File: src/source/mipsIsaPkg.sv
package mipsIsaPkg;

    // Instruction field positions
    localparam int OPCODE_LSB = 26;
    localparam int RS_LSB = 21;
    localparam int RT_LSB = 16;
    localparam int RD_LSB = 11;
    localparam int SHAMT_LSB = 6;   // Funct sits below this
    localparam int SHAMT_WIDTH = 5;
    localparam int IMM_WIDTH = 16;
    localparam int TARGET_WIDTH = 26;

    localparam int REG_COUNT = 32;

    typedef logic [4:0] regIndex_t;

    localparam regIndex_t V0_INDEX = 5'd2;  // Result register seen at the top

    // Major opcodes, instruction bits 31:26
    typedef enum logic [5:0] {
        OP_SPECIAL = 6'd0,  // R-type, decoded by funct
        OP_J = 6'd2,
        OP_BEQ = 6'd4,
        OP_BNE = 6'd5,
        OP_ADDIU = 6'd9,
        OP_SLTI = 6'd10,
        OP_SLTIU = 6'd11,
        OP_ANDI = 6'd12,
        OP_ORI = 6'd13,
        OP_XORI = 6'd14,
        OP_LUI = 6'd15,
        OP_LW = 6'd35,
        OP_SW = 6'd43
    } opcode_t;

    // R-type function codes, bits 5:0
    typedef enum logic [5:0] {
        FN_SLL = 6'd0,
        FN_SRL = 6'd2,
        FN_SRA = 6'd3,
        FN_JR = 6'd8,
        FN_ADDU = 6'd33,
        FN_SUBU = 6'd35,
        FN_AND = 6'd36,
        FN_OR = 6'd37,
        FN_XOR = 6'd38,
        FN_SLT = 6'd42,
        FN_SLTU = 6'd43
    } funct_t;

    typedef enum logic [3:0] {
        ALU_ADD,
        ALU_SUB,    // Also the BEQ/BNE compare
        ALU_AND,
        ALU_OR,
        ALU_XOR,
        ALU_SLT,
        ALU_SLTU,
        ALU_SLL,
        ALU_SRL,
        ALU_SRA,
        ALU_LUI     // Immediate into upper half
    } aluOp_t;

endpackage

File: src/source/cpuBusPkg.sv
package cpuBusPkg;

    typedef logic [31:0] word_t;    // Data word and byte address

    // Boot ROM start, kseg1
    localparam word_t RESET_VECTOR = 32'hBFC0_0000;

    // Jumping here stops the core
    localparam word_t HALT_ADDRESS = 32'h0000_0000;

    // Word accesses only
    localparam logic [3:0] BYTE_ENABLE_ALL = 4'b1111;

    typedef enum logic [1:0] {
        FETCH,      // Instruction read on the bus
        EXECUTE,    // Decode, ALU, branch resolve
        MEMORY,     // LW/SW data access
        HALT
    } cpuState_t;

endpackage

File: src/source/datapathIfs.sv
interface regFileIf;
    import mipsIsaPkg::*;
    import cpuBusPkg::*;

    regIndex_t readAddrA;   // rs
    regIndex_t readAddrB;   // rt
    word_t readDataA;
    word_t readDataB;
    logic writeEnable;
    regIndex_t writeAddr;
    word_t writeData;

    modport controller (output readAddrA, readAddrB, writeEnable, writeAddr, writeData,
                        input readDataA, readDataB);
    modport regs (input readAddrA, readAddrB, writeEnable, writeAddr, writeData,
                  output readDataA, readDataB);
endinterface

interface aluIf;
    import mipsIsaPkg::*;
    import cpuBusPkg::*;

    aluOp_t op;
    word_t operandA;
    word_t operandB;
    logic [SHAMT_WIDTH-1:0] shamt;  // Constant shift amount only
    word_t result;
    logic zero;

    modport controller (output op, operandA, operandB, shamt, input result, zero);
    modport unit (input op, operandA, operandB, shamt, output result, zero);
endinterface

File: src/source/registerFile.sv
module registerFile (
    input logic clk,
    input logic reset,
    regFileIf.regs regs,
    output cpuBusPkg::word_t v0
);
    import mipsIsaPkg::*;
    import cpuBusPkg::*;

    word_t regBank [REG_COUNT];

    always_ff @(posedge clk) begin
        if (reset) begin
            for (int i = 0; i < REG_COUNT; i++) begin
                regBank[i] <= '0;
            end
        end else if (regs.writeEnable && regs.writeAddr != '0) begin // $zero stays zero
            regBank[regs.writeAddr] <= regs.writeData;
        end
    end

    // Asynchronous read ports
    assign regs.readDataA = regBank[regs.readAddrA];
    assign regs.readDataB = regBank[regs.readAddrB];

    assign v0 = regBank[V0_INDEX];

    // Register 0 must never leak a stored value, whatever the controller writes
    zeroRegisterReads : assert property (
        @(posedge clk) disable iff (reset)
        regs.readAddrA == '0 |-> regs.readDataA == '0
    );

endmodule

File: src/source/alu.sv
module alu (
    aluIf.unit aluPort
);
    import mipsIsaPkg::*;

    always_comb begin
        case (aluPort.op)
            ALU_ADD: aluPort.result = aluPort.operandA + aluPort.operandB;
            ALU_SUB: aluPort.result = aluPort.operandA - aluPort.operandB;
            ALU_AND: aluPort.result = aluPort.operandA & aluPort.operandB;
            ALU_OR: aluPort.result = aluPort.operandA | aluPort.operandB;
            ALU_XOR: aluPort.result = aluPort.operandA ^ aluPort.operandB;
            ALU_SLT: begin
                // Signed compare
                aluPort.result = '0;
                aluPort.result[0] = $signed(aluPort.operandA) < $signed(aluPort.operandB);
            end
            ALU_SLTU: begin
                aluPort.result = '0;
                aluPort.result[0] = aluPort.operandA < aluPort.operandB;
            end
            // Shifts act on rt, which arrives as operandB
            ALU_SLL: aluPort.result = aluPort.operandB << aluPort.shamt;
            ALU_SRL: aluPort.result = aluPort.operandB >> aluPort.shamt;
            ALU_SRA: aluPort.result = $signed(aluPort.operandB) >>> aluPort.shamt;
            ALU_LUI: begin
                aluPort.result = {aluPort.operandB[IMM_WIDTH-1:0], {IMM_WIDTH{1'b0}}};
            end
            default: aluPort.result = '0;
        endcase
    end

    assign aluPort.zero = aluPort.result == '0;   // Equal operands under SUB

endmodule

File: src/source/cpuController.sv
module cpuController (
    input logic clk,
    input logic reset,
    input logic waitrequest,
    input cpuBusPkg::word_t readdata,
    output cpuBusPkg::word_t address,
    output cpuBusPkg::word_t writedata,
    output logic read,
    output logic write,
    output logic active,
    output logic [3:0] byteenable,
    regFileIf.controller regs,
    aluIf.controller aluPort
);
    import mipsIsaPkg::*;
    import cpuBusPkg::*;

    cpuState_t state;
    word_t pc;              // Address of the instruction in flight
    word_t instr;
    logic slotPending;      // Current instruction is a delay slot
    word_t pendingTarget;   // Where to go after the slot

    opcode_t opcode;
    funct_t funct;
    regIndex_t rs, rt, rd;
    logic [SHAMT_WIDTH-1:0] shamt;
    logic [IMM_WIDTH-1:0] imm;
    logic [TARGET_WIDTH-1:0] target;

    aluOp_t aluOp;
    logic aluWrite;         // Result goes to the register file
    logic isRType, isLoad, isStore, useImm, signExt;
    logic transfer, retire;
    word_t pcPlus4, immExt, branchTarget, jumpTarget, transferTarget, nextPc;

    // Field split
    assign opcode = opcode_t'(instr[$bits(word_t)-1:OPCODE_LSB]);
    assign rs = regIndex_t'(instr >> RS_LSB);
    assign rt = regIndex_t'(instr >> RT_LSB);
    assign rd = regIndex_t'(instr >> RD_LSB);
    assign shamt = instr[SHAMT_LSB +: SHAMT_WIDTH];
    assign funct = funct_t'(instr[SHAMT_LSB-1:0]);
    assign imm = instr[IMM_WIDTH-1:0];
    assign target = instr[TARGET_WIDTH-1:0];

    assign isRType = opcode == OP_SPECIAL;
    assign isLoad = opcode == OP_LW;
    assign isStore = opcode == OP_SW;
    assign useImm = !isRType && !(opcode inside {OP_BEQ, OP_BNE});
    assign signExt = !(opcode inside {OP_ANDI, OP_ORI, OP_XORI}); // Logic ops zero-extend

    always_comb begin
        aluOp = ALU_ADD;    // Also the LW/SW address add
        aluWrite = 1'b1;
        case (opcode)
            OP_SPECIAL: begin
                case (funct)
                    FN_SLL: aluOp = ALU_SLL;
                    FN_SRL: aluOp = ALU_SRL;
                    FN_SRA: aluOp = ALU_SRA;
                    FN_ADDU: aluOp = ALU_ADD;
                    FN_SUBU: aluOp = ALU_SUB;
                    FN_AND: aluOp = ALU_AND;
                    FN_OR: aluOp = ALU_OR;
                    FN_XOR: aluOp = ALU_XOR;
                    FN_SLT: aluOp = ALU_SLT;
                    FN_SLTU: aluOp = ALU_SLTU;
                    default: aluWrite = 1'b0;   // JR and unknown functs
                endcase
            end
            OP_ADDIU: aluOp = ALU_ADD;
            OP_SLTI: aluOp = ALU_SLT;
            OP_SLTIU: aluOp = ALU_SLTU;
            OP_ANDI: aluOp = ALU_AND;
            OP_ORI: aluOp = ALU_OR;
            OP_XORI: aluOp = ALU_XOR;
            OP_LUI: aluOp = ALU_LUI;
            OP_BEQ, OP_BNE: begin
                aluOp = ALU_SUB;    // Compare through zero flag
                aluWrite = 1'b0;
            end
            default: aluWrite = 1'b0;   // J, LW, SW, unknown
        endcase
    end

    assign immExt = signExt ? {{($bits(word_t)-IMM_WIDTH){imm[IMM_WIDTH-1]}}, imm}
                            : {{($bits(word_t)-IMM_WIDTH){1'b0}}, imm};

    assign regs.readAddrA = rs;
    assign regs.readAddrB = rt;
    assign aluPort.op = aluOp;
    assign aluPort.operandA = regs.readDataA;
    assign aluPort.operandB = useImm ? immExt : regs.readDataB;
    assign aluPort.shamt = shamt;

    // ALU results land in EXECUTE, load data once the bus completes
    assign regs.writeEnable = (state == EXECUTE && aluWrite)
                              || (state == MEMORY && isLoad && !waitrequest);
    assign regs.writeAddr = isRType ? rd : rt;
    assign regs.writeData = isLoad ? readdata : aluPort.result;

    assign pcPlus4 = pc + 32'd4;
    assign branchTarget = pcPlus4 + (immExt << 2);
    assign jumpTarget = {pcPlus4[$bits(word_t)-1:TARGET_WIDTH+2], target, 2'b00};
    assign transfer = (opcode == OP_BEQ && aluPort.zero)
                      || (opcode == OP_BNE && !aluPort.zero)
                      || opcode == OP_J
                      || (isRType && funct == FN_JR);
    assign transferTarget = (opcode == OP_J) ? jumpTarget
                          : isRType ? regs.readDataA    // JR
                          : branchTarget;

    // Instruction done, PC may move
    assign retire = (state == EXECUTE && !(isLoad || isStore))
                    || (state == MEMORY && !waitrequest);
    assign nextPc = slotPending ? pendingTarget : pcPlus4;

    always_ff @(posedge clk) begin
        if (reset) begin
            state <= FETCH;
            pc <= RESET_VECTOR;
            slotPending <= 1'b0;
        end else begin
            if (state == FETCH && !waitrequest) begin
                state <= EXECUTE;
            end else if (state == EXECUTE && (isLoad || isStore)) begin
                state <= MEMORY;
            end
            if (retire) begin
                pc <= nextPc;
                slotPending <= transfer;    // Next instruction is the delay slot
                // Slot done and target is zero, stop here
                state <= (slotPending && pendingTarget == HALT_ADDRESS) ? HALT : FETCH;
            end
        end
    end

    always_ff @(posedge clk) begin
        if (state == FETCH && !waitrequest) begin
            instr <= readdata;
        end
        if (retire && transfer) begin
            pendingTarget <= transferTarget;
        end
    end

    // Bus side
    assign read = state == FETCH || (state == MEMORY && isLoad);
    assign write = state == MEMORY && isStore;
    assign address = (state == MEMORY) ? aluPort.result : pc;   // rs + offset for data
    assign writedata = regs.readDataB;
    assign byteenable = BYTE_ENABLE_ALL;
    assign active = state != HALT;

    noReadWithWrite : assert property (
        @(posedge clk) disable iff (reset)
        !(read && write)
    );

    // Stalled access keeps its address and strobe
    stableUnderWait : assert property (
        @(posedge clk) disable iff (reset)
        (read || write) && waitrequest |=> $stable(address) && $stable({read, write})
    );

endmodule

File: src/source/mipsCpuBus.sv
module mipsCpuBus (
    input logic clk,
    input logic reset,
    output logic active,
    output cpuBusPkg::word_t register_v0,

    // Avalon-MM master
    output cpuBusPkg::word_t address,
    output logic write,
    output logic read,
    input logic waitrequest,
    output cpuBusPkg::word_t writedata,
    output logic [3:0] byteenable,
    input cpuBusPkg::word_t readdata
);

    regFileIf regBus ();
    aluIf aluBus ();

    cpuController controller (
        .clk(clk),
        .reset(reset),
        .waitrequest(waitrequest),
        .readdata(readdata),
        .address(address),
        .writedata(writedata),
        .read(read),
        .write(write),
        .active(active),
        .byteenable(byteenable),
        .regs(regBus.controller),
        .aluPort(aluBus.controller)
    );

    registerFile regFile (
        .clk(clk),
        .reset(reset),
        .regs(regBus.regs),
        .v0(register_v0)
    );

    alu aluUnit (
        .aluPort(aluBus.unit)
    );

endmodule

File: config.mk
export PLATFORM = sky130hd
export DESIGN_NAME = mipsCpuBus
export DESIGN_NICKNAME = d
export VERILOG_FILES = /design/src/source/mipsIsaPkg.sv /design/src/source/cpuBusPkg.sv /design/src/source/datapathIfs.sv /design/src/source/registerFile.sv /design/src/source/alu.sv /design/src/source/cpuController.sv /design/src/source/mipsCpuBus.sv
export SDC_FILE = /design/constraint.sdc
export NUM_CORES = 2
export LEC_CHECK = 0
export ABC_CLOCK_PERIOD_IN_PS = 11200
export BUFFER_PORTS_ARGS = -buffer_cell sky130_fd_sc_hd__buf_2
export CORE_MARGIN = 5
export CORE_UTILIZATION = 44
export DETAILED_ROUTE_END_ITERATION = 8
export PLACE_DENSITY_LB_ADDON = 0.3
export SYNTH_ARGS = -nofsm -noshare
export SYNTH_HDL_FRONTEND = slang
export SYNTH_SLANG_ARGS = --single-unit
File: constraint.sdc
create_clock -name clk -period 11.2 [get_ports clk]
set_clock_uncertainty 0.15 [all_clocks]
set_input_delay 1.68 -clock clk [delete_from_list [all_inputs] [get_ports clk]]
set_output_delay 1.68 -clock clk [all_outputs]
set_load 0.01 [all_outputs]
=== Word level (Yosys, flattened, before mapping) ===
Memory sizes are Yosys's and may differ from the RTL's. A register that Yosys moved wholly into a read port is not among the register bits.
Index checks and enable logic that the tools add are counted.

* Add/subtract/negate cells: 4
* $mul: 0
* Div/mod/pow operators: 0
* Order comparisons: 2
* Equal/unequal tests: 35
* Shifts and indexed selects: 3
* Muxes and demuxes: 27
* Bitwise gates (word level): 3
* Reduce and logical (&&, ||, !) cells: 41

{| class="wikitable"
|+ Operators with widths
! kind !! count
|-
| 32-bit one-hot mux with 11 select lines || 1
|-
| 32-bit two-way mux || 8
|-
| 32-bit adder || 2
|-
| 32-bit logical NOT || 2
|-
| 32-bit < comparator || 2
|-
| 6-bit == test (second input constant) || 9
|-
| 6-bit by 4-bit == test with 1-bit output (second input constant) || 8
|-
| 4-bit one-hot mux with 9 select lines || 1
|-
| 32-bit by 3-bit adder with 32-bit output (second input constant) || 1
|-
| 32-bit bitwise AND || 1
|-
| 32-bit OR || 1
|-
| 4-bit one-hot mux with 8 select lines || 1
|-
| 32-bit OR reduction || 1
|-
| 32-bit by 5-bit left shift with 32-bit output || 1
|-
| 32-bit by 5-bit >> shifter with 32-bit output || 1
|-
| 32-bit by 5-bit >>> shifter with 32-bit output || 1
|-
| 32-bit subtractor || 1
|-
| 32-bit XOR || 1
|-
| 5-bit two-way mux || 4
|-
| 6-bit by 2-bit == test with 1-bit output (second input constant) || 3
|-
| 4-bit by 3-bit == test with 1-bit output (second input constant) || 4
|-
| 1-bit logical AND || 15
|-
| 4-bit == test (second input constant) || 3
|-
| 6-bit by 3-bit == test with 1-bit output (second input constant) || 2
|-
| other kinds (19) || 41
|}

* Register bits: 99
* Latch bits: 0
* Memory bits (writable): 1,024
* Memory bits (read-only): 0
* Input bits: 35
* Output and inout port bits: 103
* Word-level logic and storage cells: 122
* Memories: 1

{| class="wikitable"
|+ Memory list
! name !! depth !! width !! rd ports !! clocked after memory_dff !! wr ports !! line !! RTL
|-
| regFile.regBank || 32 || 32 || 3 || 2 || 32 || registerFile.sv:10 || <nowiki>word_t regBank [REG_COUNT];</nowiki>
|}

=== Logic depth before layout (Yosys ltp) ===
* Depth after elaboration: 14
* Mapped depth: 31
* Gate-level depth less buffers: 25

=== Cells and area by module ===
A second synthesis with hierarchy kept.

* Cell total of the unflattened synthesis: 7,146
* Area total of the unflattened synthesis: 75,576.2 sq um

{| class="wikitable"
|+ Modules (own cells, without submodules)
! module !! instances !! cells each !! area each (sq um) !! sequential area each (sq um)
|-
| registerFile || 1 || 4,605 || 56,132.6 || 30,749.5
|-
| alu || 1 || 1,491 || 10,645.2 || 0.0
|-
| cpuController || 1 || 1,050 || 8,798.4 || 2,622.5
|}

=== Worst setup path after synthesis ===
Ideal clock, no wire load.

* Kind: register -> register
* Start: reg (tool-made name)
* End: reg controller.pendingTarget[0], enable pin
* Setup time: 0.441 ns
* Data arrival time: 8.180 ns
* Required time: 10.609 ns
* Setup slack: 2.429 ns
* Cell stages (with the launch flop): 27
* Buffers on the path: 5
* Period minus slack after synthesis: 8.771 ns
* Path through: dfxtp_1 buf_2 clkbuf_1 clkbuf_1 buf_1 mux4_2 mux4_2 mux2i_1 inv_1 ha_1 clkbuf_1 clkinv_1 o21ai_0 a21oi_1 or2_2 a21oi_1 o21bai_1 a221oi_1 o41ai_2 a221o_1 a2111o_1 nor4_1 nand4_1 nor4_2 nand4_1 mux2i_1 a31oi_1

{| class="wikitable"
|+ RTL lines
! what !! line !! RTL
|-
| end signal, assigned || cpuController.sv:144 || <nowiki>pendingTarget <= transferTarget;</nowiki>
|-
| end, declared || cpuController.sv:22 || <nowiki>word_t pendingTarget;</nowiki>
|}

==> results by group <==
Worst setup path
  • WP data arrival: approximately 8.4 ns
  • Critical-path top delay cell: or2_2
  • Worst Path Required: approximately 9.4 ns
  • CP max FO: 24
  • Setup CP Type: reg -> out
  • CP top delay family: compound AO/OA/AOI/OAI gates
  • CP Cell Sequence: or2_2 -> a21oi_1 -> nor4_4 -> mux2i_2 -> buf_4 -> inv_1 -> ha_1 -> inv_1 -> fa_1 -> or3_1 -> o31a_1 -> a311oi_2 -> nor3_1 -> o41ai_2 -> a41oi_1 -> o31a_1 -> o21a_1 -> a211o_1 -> o211a_1 -> a21oi_1 -> o21ai_0 -> buf_2
  • CP Capture Type: primary output
  • CP Buf/Inv Count: 4
  • Largest stage delay, worst path: 1.13 ns
  • Startpoint Class: register

Place
  • IO buf count: about 130
  • Placed Cells: about 8500
  • Post-DP HPWL: around 210 mm
  • Final Wtd Congestion: about 1.1
  • Pre-CTS setup slack: 1.82 ns
  • DP Area: 74400 um2

Die
  • Die height: between 400 and 500 um
  • Core box area: ~160000 um2
  • Cell Rows: between 100 and 150
  • I/O Pins: roughly 140
  • Width of the die: 411 um
  • Area of the die: 169000 um2
  • Initial Util: between 40% and 50%

Cells and area
  • Layout cells sized above 1: 17.3%
  • Final Non-Filler Cells: 8714
  • Fill count: between 10000 and 15000
  • Nets: roughly 6600
  • Layout Area Growth over Synthesis: 10.8%
  • Final instance area: 78400 um2

Logic synthesis
  • Syn Std Cell Area: between 70000 and 80000 um2
  • List of most frequent post-synthesis cells: nor2_1, edfxtp_1, mux2i_1
  • YS warnings: 0
  • Asr flop ratio synth: 0%
  • Proportion of synthesized chip area in sequential cells: 47.4%
  • Post-synth EDFFs: around 1100
  • Synth Flop Type: edfxtp_1
  • Top cells by area, synth: edfxtp_1, mux4_2, mux2i_1, nor2_1, a22oi_1
  • Avg Cell Area, Syn: 10.9 um2
  • Cell with the most instances after synthesis: nor2_1
  • FF+latch count, synth: 1133
  • Synth cell types: slightly above 100
  • Dominant cell type by area after synthesis: edfxtp_1
  • Mapped Cells: between 6000 and 7000
  • Yosys top cell area share: between 40 and 50%

Route
  • Detailed Route WL: about 320 mm
  • Drt drc: 0
  • Routed wire per std cell: 36.7 um
  • Initial detailed-routing violation count: 10323
  • Number of nets with antenna violations after routing: 0
  • DR vias/cell: between 6 and 7
  • Pre-antenna DRT Iters: 9
  • Vias: about 61000

Timing
  • Slew headroom: about 6.6%
  • Final worst setup slack: between 0.9 and 1 ns
  • Worst-margin pin slew: roughly 1.4 ns
  • Hold Fails Final Rpt: 0
  • Unrepaired setup endpoints after global routing: no
  • Final Max Tran Viols: 0
  • Setup-failing EPs final: 0
  • Final period util: between 90% and 100%
  • Max Freq: around 97 MHz
  • Worst hold slack: 0.340 ns
  • Tmin final: about 10 ns
  • Setup TNS Final: 0 ns

Power
  • P per Cell Area: around 170 nW/um2
  • Combinational share of power: 32.2%
  • Net Sw Frac: 37.5%
  • Flop pwr share: 37.2%
  • Pleak: around 0.029 uW
  • VDD IR max: around 0.15 mV
  • Clock power frac: 30.7%
  • Net switching power: approximately 5000 uW
  • Internal power: roughly 8300 uW

Clock network
  • CTS tree: yes
  • Total CTS buffers: 120
  • Root buf cell: clkbuf_16
  • CTS sink cnt: 1133
  • Skew-Pair Late Insertion Delay: a little over 0.8 ns
  • CTS H-tree lvls: 3
  • Clock Path Buffers: 3
  • Hold-fix buffers, CTS: 0
  • Post-CTS Setup Inserts: 0
  • Clock-pin slew on the worst setup and hold paths: around 0.06 ns
  • Resized cells post-CTS: 0

Global route
  • Largest net degree at the start of global routing: between 80 and 90
  • Tot GR Track Use: between 30 and 40%
  • Grt ovf: 0
  • Global-route wire length before repair: roughly 440 mm
  • Number of global-route vias before repair: a little under 60000
  • Initial antenna violation count: 16

Run status
  • Outcome: complete, no violations

Worst hold path
  • Hold path start: controller.pc[1]$_SDFFE_PP0P_
  • Worst Hold Class: reg -> reg

Job
  • Maxcap violations: 0
## cells in the final DEF (no fill, tap or decap), drive strengths merged, types with 17 or more instances in the layout
cell    netlist  layout
and3         34      34
nor4         65      65
nor3         84      84
o221ai       28      28
mux2i       627     627
a22oi       281     281
nand3        83      83
a21oi       418     418
nor2       1283    1283
a221oi       35      35
nor2b        21      21
o31ai        18      18
dfxtp        45      45
o21bai       28      28
xnor2        49      49
ha          117     117
a211oi       58      58
or3          19      19
nand2b       53      53
inv         121     124
nand4        18      18
edfxtp     1088    1088
conb          2      36
o211ai       39      39
mux2         43      43
mux4        310     310
buf         183     400
a31oi        28      28
a211o        17      17
a21o         34      34
nand2       330     330
clkbuf      409     145
o22ai        58      58
or4          17      17
o21a         18      18
clkinv        6      60
o21ai       187     187
and2         23      23
## worst paths after layout
path | slack [ns] | cells past startpoint | endpoint
setup / recovery | 0.94 | 22 | address[30]
hold / removal | 0.34 | 2 | controller.pc[1]$_SDFFE_PP0P_
setup reg to reg | 1.93 | 25 | controller.pendingTarget[27]$_DFFE_PP_
hold reg to reg | 0.34 | 2 | controller.pc[1]$_SDFFE_PP0P_
## per-stage QoR
step / total power (uW) / utilization (%)
after floorplan: 7370 / -
after global placement: 9090 / 46.4
after detailed placement: 9100 / 46.4
after CTS: 13100 / 48.9
after global routing: 13600 / 48.9
final: 13300 / 49.0
## registers in the layout, indices dropped and copies added (netlist names), named ones only
signal                    flops
controller.instr             32
controller.pc                32
controller.pendingTarget     32
controller.slotPending        1
controller.state              2
regFile.regBank            1024
## kinds of logic (layout without fill, tap and decap cells)
family                   Yosys count  after routing  share of synthesized area, %
XOR/XNOR                          65             65                         0.804
AND/OR/NAND/NOR                 2086           2086                          12.8
flip-flops                      1133           1133                          47.4
multiplexers                     980            980                          19.4
adder cells (fa/ha/maj)          121            121                          2.17
buffers and inverters            719            748                          4.48
other                              2             47                        0.0106
AO/OA/AOI/OAI                   1374           1374                          12.8
## tightest hold or removal path, delay by kind of cell, from the launching register on
kind            cells  cell delay (ns)
compound gates      1             0.05
flops               1             0.33
simple gates        1             0.06
## power by group through the flow
stage,clock (uW),sequential [uW],combinational (uW)
floorplan,0,4940,2430
finish,4090,4950,4280
detailed placement,0,5030,4080
global placement,0,5020,4070
global route,4280,4960,4380
CTS,4090,4940,4090
## layer usage
metal  share of wire, %  track usage (%)
met3                 14             12.0
met5              0.011                0
met2                 42             52.9
met4                8.8             26.2
met1                 35             46.5
## final cells by class
cell class              count  area (um2)  area share [%]
flip-flops and latches   1133       33600            42.8
well taps                2160        2700            3.45
inverters                 127         477           0.608
multi-input cells        4662       34800            44.4
clock buffers             145        3110            3.96
clock inverters            76         860            1.10
repair buffers            400        2810            3.58
diodes                     11        27.5          0.0351
Note: power is estimated with default switching activity, not from simulation.
